`src/verilog/ks_out_cfg.svh`:
```
// ----------------------------------------------------------------------
// Size definitions for the key-switch output stage
// Lane count, operand and coefficient widths, LWE geometry
// and FIFO depths
// ----------------------------------------------------------------------
`ifndef KS_OUT_CFG_SVH
`define KS_OUT_CFG_SVH

// Column lanes and operand widths
`define KS_LBX             2
`define KS_OP_W            32
`define KS_LWE_COEF_W      12

// LWE geometry, the body sits at index KS_LWE_K
`define KS_LWE_K           4
`define KS_PBS_NB          2
`define KS_BLOCK_COL_NB    3

// Derived index, lane and column counter widths
`define KS_IDX_W           3
`define KS_LANE_W          1
`define KS_COL_CNT_W       2

// FIFO depths
`define KS_LANE_FIFO_DEPTH 2
`define KS_OUT_FIFO_DEPTH  8
`define KS_BODY_FIFO_DEPTH 2

`endif
```
`src/verilog/ks_out_pkg.sv`:
```
// ----------------------------------------------------------------------
// Shared types of the key-switch output stage
// Coefficient word with raw and mod-switch views, index, LWE
// coefficient and lane number types
// ----------------------------------------------------------------------
`include "ks_out_cfg.svh"

package ks_out_pkg;

  // Mod-switch view of an operand word
  typedef struct packed {
    logic [`KS_LWE_COEF_W-1:0]          hi;
    logic                               rnd;
    logic [`KS_OP_W-`KS_LWE_COEF_W-2:0] lo;
  } ks_split_t;

  // Same word, subtracted as raw and rounded through split
  typedef union packed {
    logic [`KS_OP_W-1:0] raw;
    ks_split_t           split;
  } ks_coef_t;

  // Coefficient index 0..7
  typedef logic [`KS_IDX_W-1:0] ks_idx_t;

  typedef logic [`KS_LWE_COEF_W-1:0] lwe_coef_t;

  typedef logic [`KS_LANE_W-1:0] ks_lane_t;

endpackage

```
`src/verilog/ks_out_process.sv`:
```
// ----------------------------------------------------------------------
// Key-switch output stage, top level
// Body input FIFO, per-lane counters and mod-switch pipes,
// lane FIFOs, lane sequencer and mask output FIFO
// ----------------------------------------------------------------------
`include "ks_out_cfg.svh"

module ks_out_process
  import ks_out_pkg::*;
(
  input  logic                     clk,
  input  logic                     s_rst_n,
  input  ks_coef_t [`KS_LBX-1:0]   prod_i,
  input  logic     [`KS_LBX-1:0]   prod_avail_i,
  input  logic     [`KS_LBX-1:0]   prod_last_pbs_i,
  input  ks_coef_t                 body_i,
  input  logic                     body_vld_i,
  output logic                     body_rdy_o,
  output lwe_coef_t                body_o,
  output logic                     body_vld_o,
  output lwe_coef_t                lwe_o,
  output logic                     lwe_vld_o,
  output logic                     loop_done_o,
  input  logic                     lwe_rdy_i
);

  localparam int LANE_W = `KS_LWE_COEF_W + 2;
  localparam int OUT_W  = `KS_LWE_COEF_W + 1;

  // ----------------------------------------------------------------------
  // Body input FIFO
  // ----------------------------------------------------------------------
  ks_coef_t bfifo_data;
  logic     bfifo_vld;
  logic     bfifo_pop;

  ks_sync_fifo #(
    .WIDTH (`KS_OP_W),
    .DEPTH (`KS_BODY_FIFO_DEPTH)
  ) u_body_fifo (
    .clk        (clk),
    .s_rst_n    (s_rst_n),
    .in_data_i  (body_i),
    .in_vld_i   (body_vld_i),
    .in_rdy_o   (body_rdy_o),
    .out_data_o (bfifo_data),
    .out_vld_o  (bfifo_vld),
    .out_rdy_i  (bfifo_pop)
  );

  // ----------------------------------------------------------------------
  // Lanes
  // ----------------------------------------------------------------------
  ks_idx_t   [`KS_LBX-1:0] x_cur;
  logic      [`KS_LBX-1:0] x_body_pop;
  lwe_coef_t [`KS_LBX-1:0] x_mask;
  logic      [`KS_LBX-1:0] x_mask_last_pbs;
  logic      [`KS_LBX-1:0] x_mask_last_mask;
  logic      [`KS_LBX-1:0] x_mask_vld;
  logic      [`KS_LBX-1:0] x_lfifo_in_rdy;
  lwe_coef_t [`KS_LBX-1:0] x_body;
  logic      [`KS_LBX-1:0] x_body_vld;
  lwe_coef_t [`KS_LBX-1:0] l_data;
  logic      [`KS_LBX-1:0] l_last_pbs;
  logic      [`KS_LBX-1:0] l_last_mask;
  logic      [`KS_LBX-1:0] l_vld;
  logic      [`KS_LBX-1:0] l_rdy;

  for (genvar gi = 0; gi < `KS_LBX; gi++) begin : g_lane
    ks_col_counter #(
      .LANE (gi)
    ) u_col_counter (
      .clk        (clk),
      .s_rst_n    (s_rst_n),
      .avail_i    (prod_avail_i[gi]),
      .last_pbs_i (prod_last_pbs_i[gi]),
      .cur_x_o    (x_cur[gi])
    );

    ks_mod_switch u_mod_switch (
      .clk              (clk),
      .s_rst_n          (s_rst_n),
      .prod_i           (prod_i[gi]),
      .avail_i          (prod_avail_i[gi]),
      .last_pbs_i       (prod_last_pbs_i[gi]),
      .cur_x_i          (x_cur[gi]),
      .body_i           (bfifo_data),
      .body_vld_i       (bfifo_vld),
      .body_pop_o       (x_body_pop[gi]),
      .mask_o           (x_mask[gi]),
      .mask_last_pbs_o  (x_mask_last_pbs[gi]),
      .mask_last_mask_o (x_mask_last_mask[gi]),
      .mask_vld_o       (x_mask_vld[gi]),
      .body_o           (x_body[gi]),
      .body_vld_o       (x_body_vld[gi])
    );

    // Entry is {coef, last_pbs, last_mask}
    ks_sync_fifo #(
      .WIDTH (LANE_W),
      .DEPTH (`KS_LANE_FIFO_DEPTH)
    ) u_lane_fifo (
      .clk        (clk),
      .s_rst_n    (s_rst_n),
      .in_data_i  ({x_mask[gi], x_mask_last_pbs[gi], x_mask_last_mask[gi]}),
      .in_vld_i   (x_mask_vld[gi]),
      .in_rdy_o   (x_lfifo_in_rdy[gi]),
      .out_data_o ({l_data[gi], l_last_pbs[gi], l_last_mask[gi]}),
      .out_vld_o  (l_vld[gi]),
      .out_rdy_i  (l_rdy[gi])
    );

    // Mask pipe has no back-pressure, the lane FIFO must have room
    a_lane_fifo_room : assert property (
      @(posedge clk) disable iff (!s_rst_n)
      x_mask_vld[gi] |-> x_lfifo_in_rdy[gi]
    );
  end

  // Only lane 0 ever carries the body
  assign bfifo_pop = |x_body_pop;

  always_comb begin
    body_o     = '0;
    body_vld_o = 1'b0;
    for (int i = 0; i < `KS_LBX; i++) begin
      body_o     = body_o | x_body[i];
      body_vld_o = body_vld_o | x_body_vld[i];
    end
  end

  // ----------------------------------------------------------------------
  // Reorder and output FIFO
  // ----------------------------------------------------------------------
  lwe_coef_t seq_data;
  logic      seq_loop_done;
  logic      seq_vld;
  logic      seq_rdy;
  logic      ofifo_loop_done;

  ks_lane_sequencer u_lane_sequencer (
    .clk              (clk),
    .s_rst_n          (s_rst_n),
    .lane_data_i      (l_data),
    .lane_last_pbs_i  (l_last_pbs),
    .lane_last_mask_i (l_last_mask),
    .lane_vld_i       (l_vld),
    .lane_rdy_o       (l_rdy),
    .out_data_o       (seq_data),
    .out_loop_done_o  (seq_loop_done),
    .out_vld_o        (seq_vld),
    .out_rdy_i        (seq_rdy)
  );

  ks_sync_fifo #(
    .WIDTH (OUT_W),
    .DEPTH (`KS_OUT_FIFO_DEPTH)
  ) u_out_fifo (
    .clk        (clk),
    .s_rst_n    (s_rst_n),
    .in_data_i  ({seq_loop_done, seq_data}),
    .in_vld_i   (seq_vld),
    .in_rdy_o   (seq_rdy),
    .out_data_o ({ofifo_loop_done, lwe_o}),
    .out_vld_o  (lwe_vld_o),
    .out_rdy_i  (lwe_rdy_i)
  );

  // Flag only counts with a valid head entry
  assign loop_done_o = ofifo_loop_done & lwe_vld_o;

endmodule

```
`src/verilog/ks_lane_sequencer.sv`:
```
// ----------------------------------------------------------------------
// Lane sequencer
// Drains the lane FIFOs in coefficient order, all PBS of one
// index before the next, and flags the end of the key switch
// ----------------------------------------------------------------------
`include "ks_out_cfg.svh"

module ks_lane_sequencer
  import ks_out_pkg::*;
(
  input  logic                        clk,
  input  logic                        s_rst_n,
  input  lwe_coef_t [`KS_LBX-1:0]     lane_data_i,
  input  logic      [`KS_LBX-1:0]     lane_last_pbs_i,
  input  logic      [`KS_LBX-1:0]     lane_last_mask_i,
  input  logic      [`KS_LBX-1:0]     lane_vld_i,
  output logic      [`KS_LBX-1:0]     lane_rdy_o,
  output lwe_coef_t                   out_data_o,
  output logic                        out_loop_done_o,
  output logic                        out_vld_o,
  input  logic                        out_rdy_i
);

  localparam ks_lane_t LAST_LANE = ks_lane_t'(`KS_LBX - 1);

  ks_lane_t sel_q;
  logic     moved;
  logic     cur_last_pbs;
  logic     cur_last_mask;

  assign out_data_o      = lane_data_i[sel_q];
  assign out_vld_o       = lane_vld_i[sel_q];
  assign cur_last_pbs    = lane_last_pbs_i[sel_q];
  assign cur_last_mask   = lane_last_mask_i[sel_q];
  assign out_loop_done_o = cur_last_pbs & cur_last_mask;
  assign moved           = out_vld_o & out_rdy_i;

  // Only the selected lane sees ready
  always_comb begin
    for (int i = 0; i < `KS_LBX; i++) begin
      lane_rdy_o[i] = (sel_q == ks_lane_t'(i)) & out_rdy_i;
    end
  end

  always_ff @(posedge clk) begin
    if (!s_rst_n) begin
      sel_q <= '0;
    end else if (moved && cur_last_pbs) begin
      // Last mask index may end on any lane
      if (sel_q == LAST_LANE || cur_last_mask) begin
        sel_q <= '0;
      end else begin
        sel_q <= sel_q + 1'b1;
      end
    end
  end

endmodule

```
`src/verilog/ks_mod_switch.sv`:
```
// ----------------------------------------------------------------------
// Per-lane subtract and mod-switch pipeline
// s0 subtracts the product from the body or from zero
// s1 rounds to the LWE coefficient width
// s2 steers the result to the mask or the body output
// ----------------------------------------------------------------------
`include "ks_out_cfg.svh"

module ks_mod_switch
  import ks_out_pkg::*;
(
  input  logic      clk,
  input  logic      s_rst_n,
  input  ks_coef_t  prod_i,
  input  logic      avail_i,
  input  logic      last_pbs_i,
  input  ks_idx_t   cur_x_i,
  input  ks_coef_t  body_i,
  input  logic      body_vld_i,
  output logic      body_pop_o,
  output lwe_coef_t mask_o,
  output logic      mask_last_pbs_o,
  output logic      mask_last_mask_o,
  output logic      mask_vld_o,
  output lwe_coef_t body_o,
  output logic      body_vld_o
);

  logic                is_body;
  logic                is_last_mask;
  logic                keep;
  logic [`KS_OP_W-1:0] base;

  // Pipeline stage registers
  logic      s0_vld;
  logic      s1_vld;
  logic      s2_mask_vld;
  logic      s2_body_vld;
  ks_coef_t  s0_coef;
  logic      s0_is_body;
  logic      s0_last_mask;
  logic      s0_last_pbs;
  lwe_coef_t s1_mdsw;
  logic      s1_is_body;
  logic      s1_last_mask;
  logic      s1_last_pbs;
  lwe_coef_t s2_mask;
  lwe_coef_t s2_body;
  logic      s2_last_mask;
  logic      s2_last_pbs;

  assign is_body      = (cur_x_i == ks_idx_t'(`KS_LWE_K));
  assign is_last_mask = (cur_x_i == ks_idx_t'(`KS_LWE_K - 1));
  // Indices past the body are surplus columns
  assign keep         = (cur_x_i <= ks_idx_t'(`KS_LWE_K));
  assign base         = is_body ? body_i.raw : '0;
  assign body_pop_o   = avail_i & is_body;

  // ----------------------------------------------------------------------
  // Control pipe
  // ----------------------------------------------------------------------
  always_ff @(posedge clk) begin
    if (!s_rst_n) begin
      s0_vld      <= 1'b0;
      s1_vld      <= 1'b0;
      s2_mask_vld <= 1'b0;
      s2_body_vld <= 1'b0;
    end else begin
      s0_vld      <= avail_i & keep;
      s1_vld      <= s0_vld;
      s2_mask_vld <= s1_vld & ~s1_is_body;
      s2_body_vld <= s1_vld & s1_is_body;
    end
  end

  // ----------------------------------------------------------------------
  // Data pipe
  // ----------------------------------------------------------------------
  always_ff @(posedge clk) begin
    // Modulo 2^OP_W, no reduction needed
    s0_coef.raw  <= base - prod_i.raw;
    s0_is_body   <= is_body;
    s0_last_mask <= is_last_mask;
    s0_last_pbs  <= last_pbs_i;
    // Round to nearest on the bit below hi
    s1_mdsw      <= s0_coef.split.hi + lwe_coef_t'(s0_coef.split.rnd);
    s1_is_body   <= s0_is_body;
    s1_last_mask <= s0_last_mask;
    s1_last_pbs  <= s0_last_pbs;
    s2_mask      <= s1_mdsw;
    s2_body      <= s1_is_body ? s1_mdsw : '0;
    s2_last_mask <= s1_last_mask;
    s2_last_pbs  <= s1_last_pbs;
  end

  assign mask_o           = s2_mask;
  assign mask_last_pbs_o  = s2_last_pbs;
  assign mask_last_mask_o = s2_last_mask;
  assign mask_vld_o       = s2_mask_vld;
  assign body_o           = s2_body;
  assign body_vld_o       = s2_body_vld;

  // Body word must already sit in the body FIFO
  a_body_present : assert property (
    @(posedge clk) disable iff (!s_rst_n)
    body_pop_o |-> body_vld_i
  );

endmodule

```
`src/verilog/ks_col_counter.sv`:
```
// ----------------------------------------------------------------------
// Per-lane column counter
// Tracks the column and the LWE coefficient index of one lane
// ----------------------------------------------------------------------
`include "ks_out_cfg.svh"

module ks_col_counter
  import ks_out_pkg::*;
#(
  parameter int LANE = 0
) (
  input  logic    clk,
  input  logic    s_rst_n,
  input  logic    avail_i,
  input  logic    last_pbs_i,
  output ks_idx_t cur_x_o
);

  localparam logic [`KS_COL_CNT_W-1:0] LAST_COL = `KS_BLOCK_COL_NB - 1;
  localparam ks_idx_t FIRST_X = ks_idx_t'(LANE);
  localparam ks_idx_t X_STEP  = ks_idx_t'(`KS_LBX);

  logic [`KS_COL_CNT_W-1:0] col_q;
  ks_idx_t                  x_q;
  logic                     col_done;

  // A column ends with its last PBS
  assign col_done = avail_i & last_pbs_i;

  always_ff @(posedge clk) begin
    if (!s_rst_n) begin
      col_q <= '0;
      x_q   <= FIRST_X;
    end else if (col_done) begin
      if (col_q == LAST_COL) begin
        // Wrap for the next key switch
        col_q <= '0;
        x_q   <= FIRST_X;
      end else begin
        col_q <= col_q + 1'b1;
        x_q   <= x_q + X_STEP;
      end
    end
  end

  assign cur_x_o = x_q;

  // A last PBS flag only comes with a product
  a_last_pbs_with_avail : assert property (
    @(posedge clk) disable iff (!s_rst_n)
    last_pbs_i |-> avail_i
  );

endmodule

```
`src/verilog/ks_sync_fifo.sv`:
```
// ----------------------------------------------------------------------
// Register FIFO with valid/ready on both sides
// Write shows at the head one cycle later
// ----------------------------------------------------------------------
module ks_sync_fifo #(
  parameter int WIDTH = 8,
  parameter int DEPTH = 2
) (
  input  logic             clk,
  input  logic             s_rst_n,
  input  logic [WIDTH-1:0] in_data_i,
  input  logic             in_vld_i,
  output logic             in_rdy_o,
  output logic [WIDTH-1:0] out_data_o,
  output logic             out_vld_o,
  input  logic             out_rdy_i
);

  localparam int PTR_W = (DEPTH > 1) ? $clog2(DEPTH) : 1;
  localparam int CNT_W = $clog2(DEPTH + 1);
  localparam logic [PTR_W-1:0] LAST_PTR = PTR_W'(DEPTH - 1);
  localparam logic [CNT_W-1:0] FULL_CNT = CNT_W'(DEPTH);

  logic [WIDTH-1:0] mem [DEPTH];
  logic [PTR_W-1:0] wr_ptr;
  logic [PTR_W-1:0] rd_ptr;
  logic [CNT_W-1:0] count;
  logic [CNT_W-1:0] count_nxt;
  logic             rdy_q;
  logic             push;
  logic             pop;

  assign push      = in_vld_i & rdy_q;
  assign pop       = out_vld_o & out_rdy_i;
  assign count_nxt = count + CNT_W'(push) - CNT_W'(pop);

  always_ff @(posedge clk) begin
    if (!s_rst_n) begin
      wr_ptr <= '0;
      rd_ptr <= '0;
      count  <= '0;
      rdy_q  <= 1'b0;
    end else begin
      if (push) begin
        wr_ptr <= (wr_ptr == LAST_PTR) ? '0 : wr_ptr + 1'b1;
      end
      if (pop) begin
        rd_ptr <= (rd_ptr == LAST_PTR) ? '0 : rd_ptr + 1'b1;
      end
      count <= count_nxt;
      rdy_q <= (count_nxt != FULL_CNT);
    end
  end

  // Storage
  always_ff @(posedge clk) begin
    if (push) begin
      mem[wr_ptr] <= in_data_i;
    end
  end

  assign in_rdy_o   = rdy_q;
  assign out_vld_o  = (count != '0);
  assign out_data_o = mem[rd_ptr];

  // Producer holds valid until the word is taken
  a_in_vld_held : assert property (
    @(posedge clk) disable iff (!s_rst_n)
    (in_vld_i && !in_rdy_o) |=> in_vld_i
  );

endmodule

```
`config.mk`:
```
export PLATFORM = sky130hd
export DESIGN_NAME = ks_out_process
export DESIGN_NICKNAME = d
export VERILOG_FILES = /design/src/verilog/ks_out_pkg.sv /design/src/verilog/ks_out_process.sv /design/src/verilog/ks_lane_sequencer.sv /design/src/verilog/ks_mod_switch.sv /design/src/verilog/ks_col_counter.sv /design/src/verilog/ks_sync_fifo.sv
export VERILOG_INCLUDE_DIRS = /design/src /design/src/verilog
export SDC_FILE = /design/constraint.sdc
export NUM_CORES = 1
export LEC_CHECK = 0
export BUFFER_PORTS_ARGS = -buffer_cell sky130_fd_sc_hd__buf_2
export CAP_MARGIN = 40
export CORE_MARGIN = 2
export CORE_UTILIZATION = 55
export DETAILED_ROUTE_END_ITERATION = 8
export PLACE_DENSITY_LB_ADDON = 0.3
export SYNTH_ARGS = -nofsm -noshare
export SYNTH_HDL_FRONTEND = slang
export SYNTH_SLANG_ARGS = --single-unit
```
`constraint.sdc`:
```
create_clock -name clk -period 4.9 [get_ports clk]
set_input_delay 0.245 -clock clk [delete_from_list [all_inputs] [get_ports clk]]
set_output_delay 0.245 -clock clk [all_outputs]
set_load 0.02 [all_outputs]
```
# Word level (Yosys, flattened, before mapping)
# Memories as Yosys holds them, arrays and structs flattened. A register that Yosys moved wholly into a read port is not among the register bits.
# Cells that the tools add are included.
[op_classes] magnitude_cmp=3 n_eq_ne=12 mux=39 addsub=25 n_reduce_logical=7 bitwise_logic=27
[op_table] operator="2-to-1 mux 32 bit" n=2
[op_table] operator="subtractor 32 bit" n=2
[op_table] operator="2-to-1 mux 1 bit" n=27
[op_table] operator="adder 12 x 1 -> 12 bit" n=2
[op_table] operator="2-to-1 mux 12 bit" n=2
[op_table] operator="AND 1 bit" n=22
[op_table] operator="2-to-1 mux 3 bit" n=6
[op_table] operator="equality test 3 bit, second input constant" n=4
[op_table] operator="OR 12 bit" n=1
[op_table] operator="adder 1 bit, second input constant" n=7
[op_table] operator="adder 2 x 1 -> 2 bit" n=3
[op_table] operator="adder 3 x 1 -> 3 bit, second input constant" n=2
[op_table] operator="adder 3 x 2 -> 3 bit, second input constant" n=2
[op_table] operator="equality test 3 x 2 -> 1 bit, second input constant" n=2
[op_table] operator="<= comparator 3 bit, second input constant" n=2
[op_table] operator="inequality test 2 bit, second input constant" n=3
[op_table] operator="nonzero test 2 bit" n=3
[op_table] operator="subtractor 2 x 1 -> 2 bit" n=3
[op_table] operator="adder 2 x 1 -> 2 bit, second input constant" n=2
[op_table] operator="adder 4 x 1 -> 4 bit" n=1
[op_table] operator="equality test 2 bit, second input constant" n=2
[op_table] operator="2-to-1 mux 2 bit" n=2
[op_table] operator="inequality test 4 bit, second input constant" n=1
[op_table] operator="nonzero test 4 bit" n=1
[op_table] operator="other kinds (7)" n=9
[word_totals] mem_bits_rw=224 register_bits=197 inputBits=104 wordCells=170 out_inout_bits=28 n_memories=4
[memory_table] memory="u_out_fifo.mem" words=8 width=13 rd=1 rd_clocked_by_memory_dff=1 wr=1 line_no="ks_sync_fifo.sv:24" source="logic [WIDTH-1:0] mem [DEPTH];"
[memory_table] memory="u_body_fifo.mem" words=2 width=32 rd=1 rd_clocked_by_memory_dff=1 wr=1 line_no="ks_sync_fifo.sv:24"
[memory_table] memory="g_lane[0].u_lane_fifo.mem" words=2 width=14 rd=1 rd_clocked_by_memory_dff=1 wr=1 line_no="ks_sync_fifo.sv:24"
[memory_table] memory="g_lane[1].u_lane_fifo.mem" words=2 width=14 rd=1 rd_clocked_by_memory_dff=1 wr=1 line_no="ks_sync_fifo.sv:24"

# Depth between registers and ports, before layout
[depth] ltp_word=7 mapped_depth=13 depth_no_buf=12

# Cells and area by module
# From an unflattened synthesis, not the netlist that was laid out.
[unflattened] hier_cells=1297 area_unflattened_um2=17148.9
[by_module_without_submodules] module="ks_sync_fifo at u_out_fifo" area_per_inst_um2=4745.8 cells_each=233 instances=1 seq_area_each_um2=3403.3
[by_module_without_submodules] module="ks_mod_switch at g_lane[1].u_mod_switch" area_per_inst_um2=3221.8 cells_each=350 instances=1 seq_area_each_um2=1221.2
[by_module_without_submodules] module="ks_mod_switch at g_lane[0].u_mod_switch" area_per_inst_um2=3163.0 cells_each=356 instances=1 seq_area_each_um2=1221.2
[by_module_without_submodules] module="ks_sync_fifo at u_body_fifo" area_per_inst_um2=2623.8 cells_each=132 instances=1 seq_area_each_um2=2042.0
[by_module_without_submodules] module="ks_sync_fifo at g_lane[1].u_lane_fifo" area_per_inst_um2=1320.0 cells_each=75 instances=1 seq_area_each_um2=960.9
[by_module_without_submodules] module="ks_sync_fifo at g_lane[0].u_lane_fifo" area_per_inst_um2=1258.7 cells_each=67 instances=1 seq_area_each_um2=960.9
[by_module_without_submodules] module="ks_lane_sequencer" area_per_inst_um2=276.5 cells_each=26 instances=1 seq_area_each_um2=20.0
[by_module_without_submodules] module="ks_col_counter at g_lane[1].u_col_counter" area_per_inst_um2=225.2 cells_each=21 instances=1 seq_area_each_um2=100.1
[by_module_without_submodules] module="ks_col_counter at g_lane[0].u_col_counter" area_per_inst_um2=220.2 cells_each=22 instances=1 seq_area_each_um2=80.1
[by_module_without_submodules] module="ks_out_process" area_per_inst_um2=93.8 cells_each=15 instances=1 seq_area_each_um2=0.0

# Worst setup path before layout
# No wires, ideal clock.
[synth_timing] kind="register to register" startpoint="register (tool-made name)" endpoint="register g_lane[1].u_mod_switch.s0_coef[31] (netlist bit)" arrival_time_ps=3250 setup_ps=63 slack_ps=1588 path_buffers=2 path_stages_with_launch=14 path_cell_list="dfxtp_1 buf_6 clkbuf_1 mux2i_1 nor2_1 ha_1 and4_1 and4_1 a31o_2 o31a_1 o41ai_4 o31ai_2 or4_1 nand3_1"
[synth_lines] item="to (decl)" line_no="ks_mod_switch.sv:39" source="ks_coef_t s0_coef;"

==> metrics.md <==
| Metric | Value |
|---|---|
| Outcome | complete, no violations |
| Total number of vias | between 10k and 15k |
| # setup viols final | 0 |
| First-pass detailed-route iteration total | 4 |
| Pwr Density | just over 400 nW/um^2 |
| Clock Power Share | 0.368 |
| Delay of the slowest critical-path stage | around 0.7 ns |
| Synth cell types | 63 |
| Ys async rst share | 0 |
| Core footprint | between 20,000 and 30,000 um^2 |
| Chip height | 177 um |
| CTS buffer count | 39 |
| Worst vdd ir | 0.324 mV |
| Gate power share | 0.141 |
| Seq cells post-synth | between 300 and 400 |
| Pint | around 6000 uW |
| Root Driver | clkbuf_16 |
| CP dominant cell by count | o21ai_0 |
| Final #Nets | between 1.5k and 2k |
| DR vias/cell | about 5.3 |
| Post-synthesis cell count | 1,299 |
| H-tree levels | 2 |
| Worst Setup Path Type | flip-flop to flip-flop |
| Setup WS pre-CTS | 1.23 ns |
| Pin count of the biggest net entering global routing | 48 |
| Seq pwr share | 0.491 |
| Antenna cell count | 0 |
| Hold depth | 3 |
| Pins Over Slew Limit | 0 |
| CP endpoint kind | flip-flop |
| Post-route ant nets | 0 |
| Routed Wire Length | 31.7 mm |
| Post-synthesis sequential area ratio | 0.607 |
| Clk Latency, worst-skew pair | about 0.53 ns |
| CTS tree | built |
| Setup_tns | 0 ns |
| Leak | 0.00785 uW |
| Syn Nets | between 1k and 1.5k |
| WP data arrival | ~4.2 ns |
| Worst endpoint required time | between 5 and 6 ns |
| Slew HR | 0.441 |
| Overflow left after global routing | 0 |
| Buffers on Ports | about 130 |
| Cell Rows | 63 |
| F_max | about 270 MHz |
| Clock-pin slew on the worst setup and hold paths | approximately 0.060 ns |
| Worst setup SP type | flip-flop |
| Post-synth EDFFs | roughly 220 |
| Die X-Extent | 177 um |
| Hold Crit Class | primary input to flip-flop |
| Final Critical Period | 3.69 ns |
| Synthesized cell area | about 16,000 um^2 |
| Top FF cell, synth | edfxtp_1 |
| Max_cap viols | 0 |
| Worst reg-to-reg path cell count | 12 |
| Gr usage total | 0.206 |
| Clk sinks | between 300 and 400 |
| Crit-path max FO | 20 |
| Vias in the first global route | 10.5k |
| Gpl congestion | 0.926 |
| Mean Syn Cell Area | 12.7 um^2 |
| Final WS setup | 1.21 ns |
| Slowest CP cell | dfxtp_2 |
| First-pass GRT wire length | slightly above 50 mm |
| Setup repair bufs after CTS | 0 |
| I/O pins | around 130 |
| Share of layout cells above drive strength 1 | 0.181 |
| CTS max path bufs | 3 |
| RSZ-0062 raised after global routing | no |
| Total power | around 7900 uW |
| Initial antenna violation count | 0 |
| Worst Tran Pin Value | approximately 0.84 ns |
| Sw Ratio | 0.245 |
| Post-DP HPWL | 22.3 mm |
| DRT iter0 DRCs | between 400 and 500 |
| Crit path cell chain | buf_4 -> mux2i_1 -> nor2b_1 -> ha_1 -> nand4_1 -> nor3_1 -> and2_1 -> nand4b_1 -> o21ai_0 -> a211oi_1 -> o21ai_0 -> xor2_1 |
| DIE AREA | 31,400 um^2 |
| Starting density of the core | 0.558 |
| Final critical-path share of the clock period | 0.753 |
| Synth warn | 0 |
| Layout Skew | roughly 0.020 ns |
| Residual DRC | 0 |
| Layout area overhead | 17.0% |
| Hold Vio Cnt, Final | 0 |
| Routed len/inst | 16.6 um |
| Sw Pwr | around 1900 uW |
==> power by group through the flow <==
| stage | combinational, uW | clock [uW] | sequential (uW) |
|---|---|---|---|
| after floorplan | 804 | 0 | 3890 |
| after global placement | 1020 | 0 | 3950 |
| after detailed placement | 1080 | 0 | 3940 |
| after CTS | 1120 | 2960 | 3880 |
| after global routing | 1250 | 3090 | 3900 |
| final | 1120 | 2900 | 3870 |
==> kinds of logic after synthesis <==
kind of cell,synth area share
compound gates,0.0791
xor+xnor,0.0319
fa+ha+maj,0.0672
buf+inv,0.0298
flops,0.607
mux,0.0733
other cells,0.000227
simple gates,0.111
==> synthesized netlist by cell type (7+ instances only) <==
library cell  number  area, um^2
a211oi_1          21         158
a21boi_0           7        52.6
a21o_1            24         180
a21oi_1           66         330
a31oi_1           10        62.6
and2_1            45         282
and3_1            16         100
clkbuf_1          32         120
dfxtp_1          164        3280
edfxtp_1         224        6730
ha_1              87        1090
inv_1             90         338
mux2_2            14         158
mux2i_1           45         450
mux4_2            26         586
nand2_1           59         221
nand2b_1           8        50.1
nand3_1           23         115
nand4_1           15        93.8
nor2_1            65         244
nor2b_1           62         388
nor3_1            19        95.1
o21a_1             7        52.6
o21ai_0           36         180
or2_2             14        87.6
xnor2_1           42         368
xor2_1            18         158
==> cell type report <==
| class | count | area (um^2) |
|---|---|---|
| fillers | 2159 | 10300 |
| flip-flops and latches | 388 | 10000 |
| multi-input cells | 782 | 5990 |
| repair buffers | 186 | 1170 |
| clock buffers | 56 | 1110 |
| well taps | 390 | 488 |
| inverters | 91 | 342 |
| clock inverters | 16 | 174 |
==> stage by stage <==
stage               instances  hold WS (ns)  area (um^2)  utilization
finish                   1909        0.0941        19300        0.653
global route             1909        0.0980        19300        0.653
CTS                      1909        0.0722        19300        0.653
detailed placement       1801         0.312        17600        0.597
global placement         1798         0.311        17600        0.596
floorplan                1299         0.273        16500            -
==> final timing paths <==
kind,slack [ns],from,end
max,1.21,flip-flop,g_lane[0].u_mod_switch.s0_coef[30]
min,0.09,prod_i[31],g_lane[0].u_mod_switch.s0_coef[31]
max reg2reg,1.21,flip-flop,g_lane[0].u_mod_switch.s0_coef[30]
min reg2reg,0.33,g_lane[0].u_mod_switch.s1_last_pbs,g_lane[0].u_mod_switch.mask_last_pbs_o
==> cells in the final DEF (no fill, tap or decap), types with 7 or more instances in the layout <==
cell           count
nor2b_1           62
o21a_1             7
mux2_2            14
ha_1              87
xnor2_1           42
a211oi_1          21
clkbuf_8           7
o21ai_0           36
clkbuf_16         39
mux4_2            26
nor2_1            64
a21boi_0           7
clkbuf_1           9
buf_2            131
nand2_1           59
nor3_1            19
buf_4             17
a21o_1            24
a31oi_1           10
and2_1            45
nand3_1           23
dlygate4sd3_1     36
nand2b_1           8
edfxtp_1         224
and3_1            16
or2_2             14
mux2i_1           45
xor2_1            18
inv_1             90
a21oi_1           66
nand4_1           15
dfxtp_1          163
==> worst max-delay path, delay by kind of cell (launching register included) <==
family / cells / cell delay, ns
AND/OR/NAND/NOR: 5 / 0.90
buffers and inverters: 1 / 0.35
adder cells (fa/ha/maj): 1 / 0.40
multiplexers: 1 / 0.27
XOR/XNOR: 1 / 0.15
AO/OA/AOI/OAI: 3 / 0.82
flip-flops: 1 / 0.71
==> repair_timing <==
| item | in CTS | in global routing |
|---|---|---|
| resized for setup | 0 | 0 |
| hold endpoints to repair | 69 | 0 |
| hold buffers | 36 | 0 |
==> layer usage <==
metal / share of wire / vias to the layer above / track usage / routed length [um]
met5: 0 / - / 0 / 0
met4: 0.028 / 0 / 0.0689 / 887
met3: 0.040 / 65 / 0.0299 / 1260
met2: 0.51 / 250 / 0.374 / 16200
met1: 0.42 / 4808 / 0.251 / 13400
li1: - / 5051 / - / -
==> state kept, by name (all words and copies together), names as in the netlist, 3 cells and up, named ones only <==
register                      count
g_lane.u_mod_switch.s0_coef      26
u_out_fifo.wr_ptr                 3
u_out_fifo.rd_ptr                 3
g_lane.u_col_counter.col_q        4
u_out_fifo.mem                  104
u_body_fifo.mem                  64
g_lane.u_lane_fifo.mem           56
g_lane.u_col_counter.cur_x_o      5
g_lane.u_mod_switch.body_o       24
u_out_fifo.count                  4
g_lane.u_mod_switch.mask_o       24
g_lane.u_lane_fifo.count          4
g_lane.u_mod_switch.s1_mdsw      24
Power figures use the tool's default switching activity.
